--- src/design/trig_pkg.sv ---
// fixed-point types, sin/cos result struct, coefficients, angle constants, product rounding
package trig_pkg;

	localparam int FIXED_WIDTH = 27;
	localparam int FRAC_BITS = 8;
	localparam int PRODUCT_WIDTH = 2 * FIXED_WIDTH;

	// radians and results, 8 fraction bits
	typedef logic signed [FIXED_WIDTH-1:0] fixed_t;

	// full-width signed product before rounding
	typedef logic signed [PRODUCT_WIDTH-1:0] product_t;

	typedef struct packed {
		fixed_t sin;
		fixed_t cos;
	} sincos_t;

	// parabola coefficients scaled by 256
	localparam fixed_t COEF_LIN = 27'sd326;
	localparam fixed_t COEF_QUAD = 27'sd104;
	localparam fixed_t COEF_REFINE = 27'sd58;

	// angle constants scaled by 256
	localparam fixed_t ANGLE_PI = 27'sd804;
	localparam fixed_t ANGLE_HALF_PI = 27'sd402;
	localparam fixed_t ANGLE_TWO_PI = 27'sd1608;

	// keep bits 34..8 of the product, round half up on bit 7
	function automatic fixed_t round_product(input product_t p);
		fixed_t kept;
		kept = p[FRAC_BITS +: FIXED_WIDTH];
		return kept + fixed_t'(p[FRAC_BITS-1]);
	endfunction

endpackage

--- src/design/delay_line.sv ---
// enable-gated shift register with configurable depth, payload type and optional reset
`timescale 1ns/1ns

module delay_line #(
	parameter type payload_t = logic,
	parameter int DEPTH = 1,
	parameter bit RESETTABLE = 1'b0
) (
	input logic clk,
	input logic reset,
	input logic en,
	input payload_t d,
	output payload_t q
);

	payload_t stages [DEPTH];

	always_ff @(posedge clk) begin
		if (RESETTABLE && reset) begin
			for (int i = 0; i < DEPTH; i++) begin
				stages[i] <= payload_t'(0);
			end
		end else if (en) begin
			stages[0] <= d;
			for (int i = 1; i < DEPTH; i++) begin
				stages[i] <= stages[i-1];
			end
		end
	end

	assign q = stages[DEPTH-1];

endmodule

--- src/design/fixed_scale.sv ---
// pipelined multiply by a constant fixed-point coefficient with rounding stage
`timescale 1ns/1ns

module fixed_scale #(
	parameter int MULT_LATENCY = 3,
	parameter trig_pkg::fixed_t COEF = trig_pkg::COEF_LIN
) (
	input logic clk,
	input logic en,
	input trig_pkg::fixed_t a,
	output trig_pkg::fixed_t result
);

	import trig_pkg::*;

	// constant operand folds into the multiplier
	product_t prod_pipe [MULT_LATENCY];

	always_ff @(posedge clk) begin
		if (en) begin
			prod_pipe[0] <= a * COEF;
			for (int i = 1; i < MULT_LATENCY; i++) begin
				prod_pipe[i] <= prod_pipe[i-1];
			end
		end
	end

	// same rounding rule as the squarer
	always_ff @(posedge clk) begin
		if (en) begin
			result <= round_product(prod_pipe[MULT_LATENCY-1]);
		end
	end

endmodule

--- src/design/fixed_square.sv ---
// pipelined signed fixed-point squarer with rounding stage
`timescale 1ns/1ns

module fixed_square #(
	parameter int MULT_LATENCY = 3
) (
	input logic clk,
	input logic en,
	input trig_pkg::fixed_t a,
	output trig_pkg::fixed_t result
);

	import trig_pkg::*;

	// product stages, retimed into the multiplier by synthesis
	product_t prod_pipe [MULT_LATENCY];

	always_ff @(posedge clk) begin
		if (en) begin
			prod_pipe[0] <= a * a;
			for (int i = 1; i < MULT_LATENCY; i++) begin
				prod_pipe[i] <= prod_pipe[i-1];
			end
		end
	end

	// rounding stage back to 8 fraction bits
	always_ff @(posedge clk) begin
		if (en) begin
			result <= round_product(prod_pipe[MULT_LATENCY-1]);
		end
	end

endmodule

--- src/design/sine_approx.sv ---
// parabolic sine approximation pipeline with refinement step
`timescale 1ns/1ns

module sine_approx #(
	parameter int MULT_LATENCY = 3
) (
	input logic clk,
	input logic en,
	input trig_pkg::fixed_t angle,
	output trig_pkg::fixed_t sin
);

	import trig_pkg::*;

	// multiplier plus rounding register
	localparam int STAGE_LATENCY = MULT_LATENCY + 1;

	fixed_t angle_sq;
	fixed_t quad_term;
	fixed_t lin_term;
	fixed_t lin_term_d;
	fixed_t angle_d;
	fixed_t est;
	fixed_t est_sq;
	fixed_t est_sign_d;
	fixed_t est_sq_norm;
	fixed_t est_diff_d;
	fixed_t est_diff;
	fixed_t refine_term;
	fixed_t est_sum_d;

	// x * x
	fixed_square #(
		.MULT_LATENCY(MULT_LATENCY)
	) angle_square_inst (
		.clk(clk),
		.en(en),
		.a(angle),
		.result(angle_sq)
	);

	// 0.405 * x * x
	fixed_scale #(
		.MULT_LATENCY(MULT_LATENCY),
		.COEF(COEF_QUAD)
	) quad_scale_inst (
		.clk(clk),
		.en(en),
		.a(angle_sq),
		.result(quad_term)
	);

	// 1.273 * x, ready one multiplier early
	fixed_scale #(
		.MULT_LATENCY(MULT_LATENCY),
		.COEF(COEF_LIN)
	) lin_scale_inst (
		.clk(clk),
		.en(en),
		.a(angle),
		.result(lin_term)
	);

	// line up the linear term with the quadratic path
	delay_line #(
		.payload_t(fixed_t),
		.DEPTH(STAGE_LATENCY)
	) lin_delay_inst (
		.clk(clk),
		.reset(1'b0),
		.en(en),
		.d(lin_term),
		.q(lin_term_d)
	);

	// x itself only needed for its sign
	delay_line #(
		.payload_t(fixed_t),
		.DEPTH(2 * STAGE_LATENCY)
	) angle_delay_inst (
		.clk(clk),
		.reset(1'b0),
		.en(en),
		.d(angle),
		.q(angle_d)
	);

	// negative x adds the quadratic term, positive x subtracts it
	always_ff @(posedge clk) begin
		if (en) begin
			est <= angle_d[FIXED_WIDTH-1] ? lin_term_d + quad_term : lin_term_d - quad_term;
		end
	end

	// est * est
	fixed_square #(
		.MULT_LATENCY(MULT_LATENCY)
	) est_square_inst (
		.clk(clk),
		.en(en),
		.a(est),
		.result(est_sq)
	);

	// est for the sign correction
	delay_line #(
		.payload_t(fixed_t),
		.DEPTH(STAGE_LATENCY)
	) est_sign_delay_inst (
		.clk(clk),
		.reset(1'b0),
		.en(en),
		.d(est),
		.q(est_sign_d)
	);

	// est for the difference, one stage later
	delay_line #(
		.payload_t(fixed_t),
		.DEPTH(1)
	) est_diff_delay_inst (
		.clk(clk),
		.reset(1'b0),
		.en(en),
		.d(est_sign_d),
		.q(est_diff_d)
	);

	// est * |est|, then the difference from est
	always_ff @(posedge clk) begin
		if (en) begin
			est_sq_norm <= est_sign_d[FIXED_WIDTH-1] ? -est_sq : est_sq;
			est_diff <= est_sq_norm - est_diff_d;
		end
	end

	// 0.225 * (est * |est| - est)
	fixed_scale #(
		.MULT_LATENCY(MULT_LATENCY),
		.COEF(COEF_REFINE)
	) refine_scale_inst (
		.clk(clk),
		.en(en),
		.a(est_diff),
		.result(refine_term)
	);

	// est held across the refinement multiplier
	delay_line #(
		.payload_t(fixed_t),
		.DEPTH(STAGE_LATENCY + 1)
	) est_sum_delay_inst (
		.clk(clk),
		.reset(1'b0),
		.en(en),
		.d(est_diff_d),
		.q(est_sum_d)
	);

	always_ff @(posedge clk) begin
		if (en) begin
			sin <= refine_term + est_sum_d;
		end
	end

endmodule

--- config.mk ---
export PLATFORM = sky130hd
export DESIGN_NAME = sine_approx
export DESIGN_NICKNAME = d
export VERILOG_FILES = /design/src/design/trig_pkg.sv /design/src/design/delay_line.sv /design/src/design/fixed_scale.sv /design/src/design/fixed_square.sv /design/src/design/sine_approx.sv
export SDC_FILE = /design/constraint.sdc
export NUM_CORES = 2
export LEC_CHECK = 0
export BUFFER_PORTS_ARGS = -buffer_cell sky130_fd_sc_hd__buf_2
export CORE_ASPECT_RATIO = 0.75
export CORE_MARGIN = 2
export CORE_UTILIZATION = 30
export CTS_CLUSTER_SIZE = 16
export DETAILED_ROUTE_END_ITERATION = 16
export GPL_ROUTABILITY_DRIVEN = 0
export PLACE_DENSITY_LB_ADDON = 0.2
export REMOVE_ABC_BUFFERS = 1
export SLEW_MARGIN = 15
export SYNTH_ARGS = -nofsm -noshare
export SYNTH_HDL_FRONTEND = slang
export SYNTH_SLANG_ARGS = --single-unit
--- constraint.sdc ---
create_clock -name clk -period 9.42 [get_ports clk]
set_clock_uncertainty 0.1 [all_clocks]
set_input_delay 1.884 -clock clk [delete_from_list [all_inputs] [get_ports clk]]
set_output_delay 1.884 -clock clk [all_outputs]
set_load 0.05 [all_outputs]
==> run summary <==
Final #Nets - 8754
Relative max-transition margin - 0.233
Port bufs - 55
Synth Flop Type - edfxtp_1
Initial core utilization - 0.301
Synth area leaders - edfxtp_1, fa_1, ha_1
Depth of the CTS H-tree - 3
CTS clk-pin slew, worst paths - 0.06 ns
RSZ-0062 raised after global routing - false
Root Driver - clkbuf_16
Worst EP arrival - 8.71 ns
EDFF count, synth - 1046
Die area - 275000 um^2
Worst slew pin tran - 1.15 ns
Simple-Gate Fraction of Synth Area - 0.0721
Die W - 604 um
Outcome - finished, final reports clean
CP Class - in2reg
Gr ovfl total - 0
Final period utilization - 0.891
Gr usage total - 0.125
Post-CTS Setup Repair Bufs - 0
Pin count of the biggest net entering global routing - 183
Cell count after synthesis - 6817
Asr flop ratio synth - 0
Max Buffers Root-to-Sink - 3
Routed Antenna Nets - 0
Critical Path End Type - register
Max Cap Violations - 0
Cell mode on critical path - inv_1
DRT Pass-1 Iters - 5
Setup TNS - 0 ns
CTS tree - yes
PostCTS Resize Cnt - 0
Post-DP HPWL - 133000 um
Xor/xnor share of the synthesized area - 0.0426
Netlist cell types - 75
Worst path max stage delay - 0.55 ns
Slowest-stage cell, CP - buf_2
Largest family of logic cells by synthesized area - adder cells
Initial DRC count - 2258
Initial antenna violation count - 3
Via Count - 46100
Post-synthesis sequential area ratio - 0.387
DRC violations left - 0
Type of the worst min-delay path - reg2reg
Syn-to-layout area delta - 10.7%
CP Data Required Time - 9.73 ns
Compound-Gate Fraction of Synth Area - 0.0598
Post-CTS Hold Fix Bufs - 0
Vias in the first global route - 49800
Setup crit start kind - input port
Synth warn - 0
Setup violations, final - 0
# rows - 165
Die H - 454 um
DR vias/cell - 4.33
Final WL - 167000 um
Synth Area in Adders - 0.361
Core box area - 269000 um^2
Minimum clock period - 8.40 ns
Max-slew violations - 0
Mapped Area - 81100 um^2
Crit-path max FO - 26
WL per Instance - 15.7 um
Yosys reg bits - 1046
Synth area leader - edfxtp_1
I/O pin cnt - 56
Share of the synthesized area in the top cell type - 0.387
# clock sinks - 1046
First-pass GRT wire length - 273000 um
Final hold violations - 0
Share of cells above drive strength 1 - 0.0498
Highest Clock Rate - 0.119 GHz
Mux cell area share after synthesis - 0.00102
CTS Buf Count - 108
Later-pin clock latency in the skew report - 0.74 ns
Post-synthesis average cell area - 11.9 um^2
==> logic make-up (layout without fill, tap and decap cells) <==
logic type | after synthesis | after routing
simple gates | 1216 | 1216
xor+xnor | 395 | 395
compound gates | 749 | 749
other cells | 0 | 1
fa+ha+maj | 1749 | 1749
buf+inv | 1654 | 1902
flops | 1046 | 1046
mux | 8 | 8
==> synthesized netlist by cell type (all sizes together) (25+ instances only) <==
| library cell | number |
|---|---|
| nand2 | 380 |
| and3 | 30 |
| a21oi | 231 |
| o21bai | 31 |
| a21o | 99 |
| o21a | 69 |
| xnor2 | 296 |
| nand3 | 57 |
| xor2 | 99 |
| o21ai | 134 |
| inv | 1558 |
| edfxtp | 1046 |
| or2 | 25 |
| ha | 768 |
| a31oi | 28 |
| nor2b | 38 |
| fa | 981 |
| nor3 | 75 |
| clkbuf | 96 |
| nor2 | 290 |
| nand2b | 28 |
| and2 | 206 |
==> metrics by stage <==
| stage | std cells | hold WS, ns | setup slack (ns) | instance area, um^2 | util |
|---|---|---|---|---|---|
| finish | 10700 | 0.275 | 1.02 | 89800 | 0.334 |
| global route | 10700 | 0.276 | 0.657 | 89800 | 0.334 |
| CTS | 10700 | 0.273 | 1.03 | 89800 | 0.334 |
| detailed placement | 10500 | 0.305 | 0.323 | 86300 | 0.320 |
| global placement | 10500 | 0.300 | 0.416 | 86300 | 0.320 |
| floorplan | 6721 | 0.300 | 1.34 | 80800 | - |
==> area by class of cell <==
cell class                      count  area, um^2
Fill cell                       26800      179000
Multi-Input combinational cell   4117       43500
Sequential cell                  1046       31400
Inverter                         1558        5850
Tap cell                         3590        4490
Clock buffer                      128        2780
Timing Repair Buffer              145        1020
Clock inverter                     71         773
Antenna cell                        1        2.50
==> worst max-delay path: cells and delay by family <==
kind                       cells  cell delay, ns
buffers and inverters          9            1.20
xor gates and xnor gates       1            0.07
and+or+nand+nor                1            0.28
adders and majority gates      8            3.08
AOI/OAI and AO/OA              9            2.15
==> routing by layer <==
layer / routed length [um] / global-route usage / vias to the layer above / share of wire
li1: - / - / 22500 / -
met4: 2480 / 0.0236 / 2 / 0.015
met3: 4970 / 0.0148 / 161 / 0.030
met1: 83500 / 0.179 / 22800 / 0.50
met5: 12 / 0 / - / 0.000072
met2: 76100 / 0.203 / 606 / 0.46
==> cells in the final DEF, fill, tap and decap left out, drive strengths merged, types with 8 or more instances in the layout <==
master,instances
or4,11
and3,30
nor2b,38
o21bai,31
nor3,75
o41ai,8
ha,768
nor2,290
o21ai,134
nand4,21
edfxtp,1046
nand3,57
o31a,10
a31oi,28
nand2,380
clkbuf,128
nand2b,28
o21a,69
o211ai,10
o31ai,16
and2,206
a21o,99
a31o,10
o2111ai,11
bufinv,9
clkinv,56
or2,25
xnor2,296
fa,981
a21boi,12
xor2,99
inv,1559
a21oi,231
nor4,10
a211oi,22
or3,19
buf,145
==> state kept, by name, indices dropped and copies added (netlist names) <==
name / count
est_sum_delay_inst.stages: 135
lin_delay_inst.stages: 108
est_sign_delay_inst.stages: 105
est_square_inst.prod_pipe: 87
angle_square_inst.prod_pipe: 84
lin_scale_inst.prod_pipe: 84
quad_scale_inst.prod_pipe: 84
refine_scale_inst.prod_pipe: 81
angle_square_inst.result: 27
est: 27
est_diff: 27
est_diff_delay_inst.stages: 27
est_sq_norm: 27
est_square_inst.result: 27
lin_scale_inst.result: 27
quad_scale_inst.result: 27
refine_scale_inst.result: 27
sin: 27
angle_delay_inst.stages: 8
==> path summary, 6_finish.rpt <==
| kind | start | endpoint | slack (ns) | depth (start not counted) |
|---|---|---|---|---|
| worst max-delay path | angle[1] | angle_square_inst.prod_pipe[0][34] | 1.02 | 28 |
| worst min-delay path | lin_scale_inst.result[4] | lin_delay_inst.stages[0][4] | 0.27 | 0 |
| worst max register to register | est[0] | est_square_inst.prod_pipe[0][34] | 1.23 | 22 |
| worst min register to register | lin_scale_inst.result[4] | lin_delay_inst.stages[0][4] | 0.27 | 0 |
Power is not shown: default switching activity piles up to over one toggle a cycle in this logic, so the estimate is an artifact.
