===== config.mk =====
export PLATFORM = sky130hd
export DESIGN_NAME = angle_wrap
export DESIGN_NICKNAME = d
export VERILOG_FILES = /design/src/design/trig_pkg.sv /design/src/design/angle_wrap.sv
export SDC_FILE = /design/constraint.sdc
export NUM_CORES = 1
export LEC_CHECK = 0
export BUFFER_PORTS_ARGS = -buffer_cell sky130_fd_sc_hd__buf_2
export CORE_ASPECT_RATIO = 1.1
export CORE_UTILIZATION = 50
export CTS_CLUSTER_SIZE = 28
export DETAILED_ROUTE_END_ITERATION = 10
export PLACE_DENSITY = 0.74
export SLEW_MARGIN = 30
export SYNTH_ARGS = -nofsm -noshare
export SYNTH_HDL_FRONTEND = slang
export SYNTH_SLANG_ARGS = --single-unit

===== constraint.sdc =====
create_clock -name clk -period 6.8 [get_ports clk]
set_input_delay 0.68 -clock clk [delete_from_list [all_inputs] [get_ports clk]]
set_output_delay 0.68 -clock clk [all_outputs]
set_load 0.01 [all_outputs]

===== src/design/trig_pkg.sv =====
// fixed-point types, sin/cos result struct, coefficients, angle constants, product rounding
package trig_pkg;

	localparam int FIXED_WIDTH = 27;
	localparam int FRAC_BITS = 8;
	localparam int PRODUCT_WIDTH = 2 * FIXED_WIDTH;

	// radians and results, 8 fraction bits
	typedef logic signed [FIXED_WIDTH-1:0] fixed_t;

	// full-width signed product before rounding
	typedef logic signed [PRODUCT_WIDTH-1:0] product_t;

	typedef struct packed {
		fixed_t sin;
		fixed_t cos;
	} sincos_t;

	// parabola coefficients scaled by 256
	localparam fixed_t COEF_LIN = 27'sd326;
	localparam fixed_t COEF_QUAD = 27'sd104;
	localparam fixed_t COEF_REFINE = 27'sd58;

	// angle constants scaled by 256
	localparam fixed_t ANGLE_PI = 27'sd804;
	localparam fixed_t ANGLE_HALF_PI = 27'sd402;
	localparam fixed_t ANGLE_TWO_PI = 27'sd1608;

	// keep bits 34..8 of the product, round half up on bit 7
	function automatic fixed_t round_product(input product_t p);
		fixed_t kept;
		kept = p[FRAC_BITS +: FIXED_WIDTH];
		return kept + fixed_t'(p[FRAC_BITS-1]);
	endfunction

endpackage


===== src/design/angle_wrap.sv =====
// input stage: wraps the angle to sine and cosine phases in [-pi, pi) with a valid strobe
`timescale 1ns/1ns

module angle_wrap (
	input logic clk,
	input logic reset,
	input logic en,
	input logic in_valid,
	input trig_pkg::fixed_t angle,
	output trig_pkg::fixed_t sin_phase,
	output trig_pkg::fixed_t cos_phase,
	output logic phase_valid
);

	import trig_pkg::*;

	fixed_t sin_wrapped;
	fixed_t cos_shifted;
	fixed_t cos_wrapped;

	// one fold of 2 pi is enough for inputs within +-2 pi
	function automatic fixed_t wrap_phase(input fixed_t phase);
		fixed_t wrapped;
		if (phase >= ANGLE_PI) begin
			wrapped = phase - ANGLE_TWO_PI;
		end else if (phase < -ANGLE_PI) begin
			wrapped = phase + ANGLE_TWO_PI;
		end else begin
			wrapped = phase;
		end
		return wrapped;
	endfunction

	assign sin_wrapped = wrap_phase(angle);

	// cos(x) = sin(x + pi/2), shifted phase lands in [-pi/2, 3pi/2)
	assign cos_shifted = sin_wrapped + ANGLE_HALF_PI;
	assign cos_wrapped = wrap_phase(cos_shifted);

	always_ff @(posedge clk) begin
		if (en) begin
			sin_phase <= sin_wrapped;
			cos_phase <= cos_wrapped;
		end
	end

	always_ff @(posedge clk) begin
		if (reset) begin
			phase_valid <= 1'b0;
		end else if (en) begin
			phase_valid <= in_valid;
		end
	end

endmodule


==> results.yml, run 1 <==
outcome:
  outcome: "complete, no violations"
clocking:
  cts.repair_timing.setup_buffer_count: 0
  htree_num_levels: 2
  cts_buffers: 5
  cts_tree: "yes"
  numClockSinks: 54
  post_cts.resized_instances: 0
  cts.reportedPaths.clkPinSlew_ns: 0.07
  cts_root_buffer: "sky130_fd_sc_hd__clkbuf_16"
  worstSkewPairLatency_ns: 0.28
  cts_hold_buffers: 0
  cts-root-to-sink-buffers: 2
final_layout:
  antenna_cells_inserted: 0
  register_area_um2: 1610
  fillCellCount: 1012
  final_layout_size_suffix_gt1_share_pct: 23.5
  postLayoutCellArea_um2: 6320
  design.final.nets: 769
  multi_input_combinational_cell_area_um2: 3620
  area_growth_pct: 13.8
sta:
  worst_slew_pin_slew_ns: 0.886
  rsz0062_at_grt: "false"
  fmaxAchievable_mhz: 172
  clock-skew-final_ns: 0
  layout_setup_ws_ns: 0.981
  slew_violations: 0
  setup_tns_ns: 0
  timing.final.crit_share_pct: 85.6
  max_slew_margin_pct: 40.7
  finalHoldViolCount: 0
  timing.hold.ws_ns: 0.493
  final-setup-viol-count: 0
  period_needed_ns: 5.82
hold_path:
  whs_endpoint: "phase_valid"
  worstHoldStart: "phase_valid"
  worst_hold_path.num_cells: 2
  worst_hold_path_type: "reg2reg"
setup_path:
  crit-reg2reg-capture: "phase_valid"
  worst_ep_required_time_ns: 6.83
  ff2ff_setup_slack_ns: 6.23
  path_class: "in2reg"
  r2r.worst_path.cells: 2
  timing.rr.start: "phase_valid"
  critPathLaunchType: "primary input"
  critical_path_end_type: "flop"
  timing.critical_path.arrival_ns: 5.85
  worst-path-max-fanout: 15
yosys:
  synth-seq-cells: 54
  netlist_instances: 650
  cell_area_after_synthesis_um2: 5560
  ys_top_cells_by_count: "60 x sky130_fd_sc_hd__nor2_1, 53 x sky130_fd_sc_hd__edfxtp_1, 52 x sky130_fd_sc_hd__nand2_1"
  commonest_register_cell_after_synthesis: "sky130_fd_sc_hd__edfxtp_1"
  post_synth_main_area_contributors: "sky130_fd_sc_hd__edfxtp_1 29%, sky130_fd_sc_hd__xnor2_1 4.3%, sky130_fd_sc_hd__nor2_1 4.1%"
  synth-warning-count: 0
  synth_sequential_area_ratio_pct: 29.0
  postSynthNetCount: 689
  synth_edf_count: 53
  async_reset_ff_share_pct: 0
  synth.most_common_cell: "sky130_fd_sc_hd__nor2_1"
  post_synth.cell_area_avg_um2: 8.55
  yosysTopAreaCell: "sky130_fd_sc_hd__edfxtp_1"
  netlist.area_leader.share_pct: 28.6
  synth_cell_type_count: 97
route:
  drt_pre_antenna_iters: 5
  first_iteration_detailed_routing_drc_count: 508
  detailroute.via_count: 5745
  routed_wl_um: 16700
  detail_route.vias_per_cell: 6.54
  routed_length_per_placed_instance_um: 19.0
  drc_errors: 0
  route.antenna.remaining_nets: 0
placed_design:
  placement.setup.worst_slack_ns: 0.798
  dp.final_hpwl_um: 12900
  place_area_um2: 6180
  place.gp.congestion: 0.957
  port_buffers: 85
floorplan:
  core_um2: 10900
  std_cell_rows: 40
  floorplan.io_pins: 86
  floorplan.die.width_um: 103
  die_area_um2: 11500
  die-height_um: 113
  start_util_pct: 51.2
power:
  p_leak_nw: 2.30
  power.total_mw: 1.11
  worst_ir_drop_vdd_mv: 0.111
  power_per_cell_area_nw_per_um2: 176
grt:
  grt_start_max_net_pins: 55
  grt_pass1_wl_um: 27000
  grt_antenna_before_repair: 0
  overflow: 0
  grt_util_all_layers_pct: 29.6
  first_global_vias: 5349
job:
  max_cap_viols: 0
per-stage QoR:
stage	cells	utilization, %
global route	878	58.2
global placement	870	56.9
finish	878	58.2
floorplan	650	-
CTS	878	58.2
detailed placement	870	56.9
worst max path at each step:
stage              start       endpoint  slack (ns)  cells past startpoint
6_report        angle[4]  cos_phase[22]        0.98                     17
5_1_grt         angle[3]  cos_phase[22]        0.61                     17
4_1_cts         angle[3]  cos_phase[22]        1.10                     17
3_5_place_dp    angle[3]  cos_phase[22]        0.80                     17
3_3_place_gp   angle[21]  cos_phase[22]        0.91                     16
2_1_floorplan   angle[3]  cos_phase[22]        1.34                     18
report_power, final:
| group | internal, mW | switching, mW |
|---|---|---|
| Sequential | 0.418 | 0.00869 |
| Combinational | 0.159 | 0.271 |
| Clock | 0.137 | 0.117 |
cells by family (layout without fill, tap and decap cells):
logic type	after synthesis	in the layout	synth area share, %
adder cells (fa/ha/maj)	8	8	1.80
buffers and inverters	72	153	5.92
AND/OR/NAND/NOR	271	271	26.9
multiplexers	2	2	0.383
AO/OA/AOI/OAI	204	204	29.7
flip-flops	54	54	29.0
XOR/XNOR	39	39	6.28
registers in the layout, indices dropped and copies added, names as in the netlist:
name         flops
phase_valid      1
cos_phase       26
sin_phase       27
area by class of cell:
type                            instances  share of cell area, %
Multi-Input combinational cell        524                   57.2
Clock buffer                            5                   1.98
Sequential cell                        54                   25.5
Inverter                               30                   1.78
Tap cell                              147                   2.91
Timing Repair Buffer                  115                   10.3
Clock inverter                          3                  0.336
cell usage in the layout (no fill, tap or decap), types with 6 or more instances in the layout:
| cell type | n |
|---|---|
| sky130_fd_sc_hd__or4_1 | 6 |
| sky130_fd_sc_hd__and2_1 | 7 |
| sky130_fd_sc_hd__buf_4 | 31 |
| sky130_fd_sc_hd__nor3b_1 | 6 |
| sky130_fd_sc_hd__o31a_1 | 7 |
| sky130_fd_sc_hd__buf_2 | 84 |
| sky130_fd_sc_hd__o32ai_1 | 10 |
| sky130_fd_sc_hd__nand3_1 | 26 |
| sky130_fd_sc_hd__a311o_1 | 6 |
| sky130_fd_sc_hd__nor4_1 | 18 |
| sky130_fd_sc_hd__and4_1 | 7 |
| sky130_fd_sc_hd__xor2_1 | 11 |
| sky130_fd_sc_hd__ha_1 | 8 |
| sky130_fd_sc_hd__and3_1 | 16 |
| sky130_fd_sc_hd__xnor2_1 | 27 |
| sky130_fd_sc_hd__nand2_1 | 52 |
| sky130_fd_sc_hd__nor3_1 | 20 |
| sky130_fd_sc_hd__o22ai_1 | 12 |
| sky130_fd_sc_hd__a21o_1 | 7 |
| sky130_fd_sc_hd__a31oi_1 | 15 |
| sky130_fd_sc_hd__nand4_1 | 13 |
| sky130_fd_sc_hd__o31ai_1 | 8 |
| sky130_fd_sc_hd__a21oi_1 | 24 |
| sky130_fd_sc_hd__o211ai_1 | 8 |
| sky130_fd_sc_hd__o21ai_0 | 22 |
| sky130_fd_sc_hd__inv_1 | 26 |
| sky130_fd_sc_hd__nor2_1 | 60 |
| sky130_fd_sc_hd__a211oi_1 | 6 |
| sky130_fd_sc_hd__edfxtp_1 | 53 |
metal layers:
| layer | part of all wire (%) | up-vias | track usage (%) |
|---|---|---|---|
| met5 | 0 | - | 0 |
| met4 | 3.6 | 0 | 12.6 |
| met3 | 6.4 | 47 | 3.11 |
| met2 | 48 | 302 | 49.0 |
| met1 | 42 | 2657 | 38.8 |
| li1 | - | 2739 | - |
worst max-delay path, stage by stage:
cell                        delay (ns)
sky130_fd_sc_hd__buf_2            0.20
sky130_fd_sc_hd__inv_1            0.15
sky130_fd_sc_hd__ha_1             0.19
sky130_fd_sc_hd__and3_1           0.17
sky130_fd_sc_hd__a211oi_1         0.34
sky130_fd_sc_hd__or2_2            0.41
sky130_fd_sc_hd__a31oi_1          0.13
sky130_fd_sc_hd__o211ai_1         0.60
sky130_fd_sc_hd__inv_2            0.22
sky130_fd_sc_hd__nand4_2          0.25
sky130_fd_sc_hd__a21oi_1          0.15
sky130_fd_sc_hd__xnor2_1          0.54
sky130_fd_sc_hd__o2111ai_1        0.32
sky130_fd_sc_hd__or4_4            0.65
sky130_fd_sc_hd__or4b_1           0.53
sky130_fd_sc_hd__o22ai_1          0.23
sky130_fd_sc_hd__xor2_1           0.10
Note: power is estimated with default switching activity, not from simulation.
==> inputs of run 2 (changes only) <==
--- a/config.mk
+++ b/config.mk
@@ -5,7 +5,7 @@
 export SDC_FILE = /design/constraint.sdc
 export NUM_CORES = 1
 export LEC_CHECK = 0
-export BUFFER_PORTS_ARGS = -buffer_cell sky130_fd_sc_hd__buf_2
+export BUFFER_PORTS_ARGS = -buffer_cell sky130_fd_sc_hd__buf_4
 export CORE_ASPECT_RATIO = 1.1
 export CORE_UTILIZATION = 50
 export CTS_CLUSTER_SIZE = 28
==> constraint.sdc (replaced) <==
create_clock -name clk -period 6.8 [get_ports clk]
set_input_delay 0.34 -clock clk [delete_from_list [all_inputs] [get_ports clk]]
set_output_delay 0.34 -clock clk [all_outputs]
set_load 0.005 [all_outputs]
==> results.yml, run 2 (synthesized netlist as in run 1, its figures left out) <==
power:
  pwr-share-comb_pct: 35.7
  worst_ir_drop_vdd_mv: 0.113
  power_switching_share_pct: 32.9
  clockPowerShare_pct: 28.1
  power_per_cell_area_nw_per_um2: 184
  internal_power_uw: 796
  p_leak_nw: 2.31
  power.total_mw: 1.19
  switchingPower_uw: 390
  seq_power_share_pct: 36.2
floorplan:
  floorplan.io_pins: 86
  die_area_um2: 11500
  core_um2: 10900
  std_cell_rows: 40
  start_util_pct: 51.2
  die-height_um: 113
  floorplan.die.width_um: 103
sta:
  worst_slew_pin_slew_ns: 0.940
  setup_tns_ns: 0
  final-setup-viol-count: 0
  period_needed_ns: 5.89
  rsz0062_at_grt: "false"
  finalHoldViolCount: 0
  slew_violations: 0
  timing.final.crit_share_pct: 86.6
  fmaxAchievable_mhz: 170
  clock-skew-final_ns: 0
  max_slew_margin_pct: 37.3
job:
  max_cap_viols: 0
clocking:
  cts_root_buffer: "sky130_fd_sc_hd__clkbuf_16"
  cts-root-to-sink-buffers: 2
  worstSkewPairLatency_ns: 0.30
  cts.repair_timing.setup_buffer_count: 0
  post_cts.resized_instances: 0
  cts.reportedPaths.clkPinSlew_ns: 0.07
  numClockSinks: 54
  cts_hold_buffers: 0
  htree_num_levels: 2
  cts_tree: "yes"
  cts_buffers: 5
setup_path:
  crit-reg2reg-capture: "phase_valid"
  critical_path.max_stage_delay_ns: 0.75
  critPathBufInv: 3
  path_class: "in2reg"
  timing.rr.start: "phase_valid"
  critical_path_end_type: "flop"
  r2r.worst_path.cells: 2
  critical_path_cell_count: 16
  worst-path-max-fanout: 14
  worst_ep_required_time_ns: 6.84
  cp_cell_sequence: "buf_4 > inv_1 > ha_1 > inv_1 > a211oi_1 > nor2_1 > o31ai_1 > a21oi_1 > o22ai_1 > o21ai_1 > xor2_1 > o2111ai_1 > or4_4 > or4b_1 > o22ai_1 > xor2_1"
  timing.critical_path.arrival_ns: 5.92
  ff2ff_setup_slack_ns: 6.22
  critPathTopFamily: "compound AO/OA/AOI/OAI gates"
  crit_path_start: "angle[4]"
  cp_slowest_cell: "sky130_fd_sc_hd__o22ai_1"
  critPathLaunchType: "primary input"
  worstSetupEndpoint: "cos_phase[22]"
final_layout:
  most-common-layout-cells: "95 x sky130_fd_sc_hd__buf_4, 60 x sky130_fd_sc_hd__nor2_1, 53 x sky130_fd_sc_hd__edfxtp_1"
  area_growth_pct: 15.8
  antenna_cells_inserted: 0
  largestRegisters: "sin_phase (27), cos_phase (26), phase_valid (1)"
  final_instance_count_without_filler_cells: 858
  final_layout_size_suffix_gt1_share_pct: 21.5
  utilization_pct: 59.3
  top_register: "sin_phase"
  largest_register_ffs: 27
  design.final.nets: 749
  fillCellCount: 956
  layout_commonest_cell: "sky130_fd_sc_hd__buf_4"
grt:
  grt_most_used_layer: "met2"
  grt_util_met2_pct: 52.0
  overflow: 0
  global_routing_usage_on_met1_pct: 38.9
  grt.met3_usage_pct: 4.11
  grt_start_max_net_pins: 55
  grt_util_all_layers_pct: 31.1
  first_global_vias: 5550
  grt_pass1_wl_um: 28200
  grt_antenna_before_repair: 0
route:
  drt_pre_antenna_iters: 9
  routed_length_per_placed_instance_um: 20.4
  routed_wl_um: 17500
  drc_errors: 0
  first_iteration_detailed_routing_drc_count: 498
  detailroute.via_count: 5856
  detail_route.vias_per_cell: 6.83
  route.antenna.remaining_nets: 0
hold_path:
  worst_hold_path_type: "in2reg"
  worst_hold_path.num_cells: 2
placed_design:
  port_buffers: 85
  place.gp.congestion: 0.933
  placed_cells: 850
  dp.final_hpwl_um: 13300
outcome:
  outcome: "complete, no violations"
==> run 2: cell count changes in the layout (fill, tap and decap cells not counted) <==
cell and delta:
sky130_fd_sc_hd__nor3b_1 -1, sky130_fd_sc_hd__nor3b_2 +1, sky130_fd_sc_hd__clkinv_2 -1, sky130_fd_sc_hd__clkinvlp_4 -1, sky130_fd_sc_hd__buf_2 -84, sky130_fd_sc_hd__buf_4 +64
sky130_fd_sc_hd__bufinv_16 +2
==> run 2: through the flow <==
stage                     cell area (um2)  hold WS [ns]  worst slack [ns]
final                                6440         0.185             0.914
after global routing                 6440         0.197             0.604
after CTS                            6430         0.187              1.17
after detailed placement             6240         0.490             0.840
after global placement               6240         0.474             0.904
after floorplan                      5560         0.412              1.68
==> run 2: layout make-up <==
class                   instances  area (um2)  area share [%]
flip-flops and latches         54        1610            25.0
clock inverters                 3        68.8            1.07
inverters                      30         113            1.75
repair buffers                 95         713            11.1
well taps                     147         184            2.86
clock buffers                   5         125            1.94
multi-input cells             524        3620            56.3
==> run 2: power groups by stage <==
stage	clock network, mW	registers, mW	logic [mW]
5_1_grt	0.347	0.435	0.458
3_3_place_gp	0	0.436	0.403
2_1_floorplan	0	0.442	0.250
6_report	0.333	0.429	0.423
3_5_place_dp	0	0.438	0.409
4_1_cts	0.335	0.430	0.411
==> run 2: worst reg2reg max path: cells and delay by family, from the launching register on <==
family	cells	cell delay, ns
flip-flops	1	0.31
multiplexers	1	0.12
AND/OR/NAND/NOR	1	0.05
==> run 2: how the worst min path moves through the flow <==
stage,startpoint,to,slack (ns)
2_1_floorplan,reset,phase_valid,0.41
3_3_place_gp,phase_valid,phase_valid,0.47
3_5_place_dp,phase_valid,phase_valid,0.49
4_1_cts,reset,phase_valid,0.19
5_1_grt,reset,phase_valid,0.20
6_report,reset,phase_valid,0.18
==> run 2: per-layer routing <==
layer  share of wire, %  wire length (um)
met1                 39              6810
met2                 48              8380
met3                8.4              1470
met4                4.7               816
met5                  0                 0
==> inputs of run 3 (changes only) <==
--- a/config.mk
+++ b/config.mk
@@ -7,10 +7,10 @@
 export LEC_CHECK = 0
 export BUFFER_PORTS_ARGS = -buffer_cell sky130_fd_sc_hd__buf_4
 export CORE_ASPECT_RATIO = 1.1
-export CORE_UTILIZATION = 50
+export CORE_UTILIZATION = 30
 export CTS_CLUSTER_SIZE = 28
 export DETAILED_ROUTE_END_ITERATION = 10
-export PLACE_DENSITY = 0.74
+export PLACE_DENSITY = 0.5
 export SLEW_MARGIN = 30
 export SYNTH_ARGS = -nofsm -noshare
 export SYNTH_HDL_FRONTEND = slang
==> results.yml, run 3 (synthesized netlist as in run 1, its figures left out) <==
outcome:
  outcome: "complete, no violations"
hold_path:
  worst_hold_path_type: "in2reg"
  worst_hold_path.num_cells: 2
placed_design:
  place.gp.congestion: 0.927
  dp.final_hpwl_um: 14600
  port_buffers: 85
clocking:
  cts.reportedPaths.clkPinSlew_ns: 0.07
  worstSkewPairLatency_ns: 0.29
  cts_hold_buffers: 0
  cts_buffers: 5
  numClockSinks: 54
  post_cts.resized_instances: 0
  cts-root-to-sink-buffers: 2
  cts_root_buffer: "sky130_fd_sc_hd__clkbuf_16"
  htree_num_levels: 2
  cts.repair_timing.setup_buffer_count: 0
  cts_tree: "yes"
power:
  worst_ir_drop_vdd_mv: 0.113
  p_leak_nw: 2.32
  power_per_cell_area_nw_per_um2: 175
setup_path:
  cp_cell_sequence: "buf_4 > nor4_1 > and2_1 > a31oi_1 > nor3_1 > o221ai_1 > inv_2 > and3_1 > o21ai_1 > xor2_1 > o2111ai_1 > or4_4 > or4b_1 > o22ai_1 > xor2_1"
  cp_slowest_cell: "sky130_fd_sc_hd__nor3_1"
  worst-path-max-fanout: 14
  cp_common_cell: "sky130_fd_sc_hd__xor2_1"
  critical_path.max_stage_delay_ns: 0.70
  critical_path_end_type: "flop"
  path_class: "in2reg"
  ff2ff_setup_slack_ns: 6.21
  critPathLaunchType: "primary input"
  worst_ep_required_time_ns: 6.84
  timing.critical_path.arrival_ns: 5.90
  r2r.worst_path.cells: 2
route:
  detailroute.via_count: 5639
  drc_errors: 0
  route.antenna.remaining_nets: 0
  detail_route.vias_per_cell: 5.90
  routed_length_per_placed_instance_um: 19.3
  first_iteration_detailed_routing_drc_count: 602
  routed_wl_um: 18400
  drt_pre_antenna_iters: 7
grt:
  grt_util_met2_pct: 32.0
  grt_antenna_before_repair: 0
  grt_most_used_layer: "met2"
  grt_pass1_wl_um: 28600
  grt_start_max_net_pins: 55
  grt_util_all_layers_pct: 19.0
  grt.met3_usage_pct: 2.33
  overflow: 0
  first_global_vias: 5315
  global_routing_usage_on_met1_pct: 24.0
final_layout:
  largestRegisters: "sin_phase (27), cos_phase (26), phase_valid (1)"
  design.final.nets: 755
  top_register: "sin_phase"
  multi_input_combinational_cell_area_um2: 3620
  most-common-layout-cells: "100 x sky130_fd_sc_hd__buf_4, 60 x sky130_fd_sc_hd__nor2_1, 53 x sky130_fd_sc_hd__edfxtp_1"
  area_growth_pct: 18.1
  antenna_cells_inserted: 0
  layout_commonest_cell: "sky130_fd_sc_hd__buf_4"
  final_layout_size_suffix_gt1_share_pct: 22.0
  fillCellCount: 1853
  largest_register_ffs: 27
  register_area_um2: 1610
sta:
  fmaxAchievable_mhz: 171
  rsz0062_at_grt: "false"
  timing.hold.ws_ns: 0.202
  period_needed_ns: 5.86
  finalHoldViolCount: 0
  setup_tns_ns: 0
  max_slew_margin_pct: 36.6
  final-setup-viol-count: 0
  clock-skew-final_ns: 0
  timing.final.crit_share_pct: 86.2
  slew_violations: 0
  worst_slew_pin_slew_ns: 0.944
floorplan:
  floorplan.die.width_um: 132
  die_area_um2: 19100
  floorplan.io_pins: 86
  die-height_um: 145
  start_util_pct: 31.0
  std_cell_rows: 51
  core_um2: 17900
job:
  max_cap_viols: 0
## run 3: critical path, delay by kind of cell
| family | cells | cell delay, ns |
|---|---|---|
| buffers and inverters | 2 | 0.33 |
| XOR/XNOR | 2 | 0.57 |
| AO/OA/AOI/OAI | 5 | 1.46 |
| AND/OR/NAND/NOR | 6 | 3.18 |
## run 3: through the flow
stage	area, um2	total power [mW]	instances	worst slack [ns]	utilization (%)
after floorplan	5560	0.691	650	1.68	-
after global placement	6390	0.862	946	0.465	35.6
after detailed placement	6400	0.864	947	0.685	35.7
after CTS	6570	1.16	955	0.992	36.6
after global routing	6570	1.21	955	0.513	36.6
final	6570	1.15	955	0.940	36.6
## run 3: final timing paths
path                    start            end
setup / recovery    angle[12]  cos_phase[22]
hold / removal          reset    phase_valid
setup reg to reg  phase_valid    phase_valid
hold reg to reg   phase_valid    phase_valid
## run 3: layout make-up
| class | count | share of cell area [%] |
|---|---|---|
| inverters | 30 | 1.71 |
| clock inverters | 2 | 0.572 |
| well taps | 238 | 4.54 |
| repair buffers | 101 | 11.5 |
| flip-flops and latches | 54 | 24.5 |
| multi-input cells | 524 | 55.2 |
| clock buffers | 6 | 1.96 |
## run 3: report_power, final
| part | switching, mW | internal, mW | total (mW) | leakage, nW |
|---|---|---|---|---|
| combinational | 0.258 | 0.172 | 0.429 | 1.71 |
| sequential | 0.0111 | 0.418 | 0.429 | 0.527 |
| clock | 0.118 | 0.174 | 0.292 | 0.0771 |
## run 3: per-layer routing
metal  part of all wire [%]  wire [um]  vias up
met2                     46       8480      240
met3                    4.8        894       42
met5                      0          0        -
met1                     45       8320     2654
li1                       -          -     2703
met4                    4.0        747        0
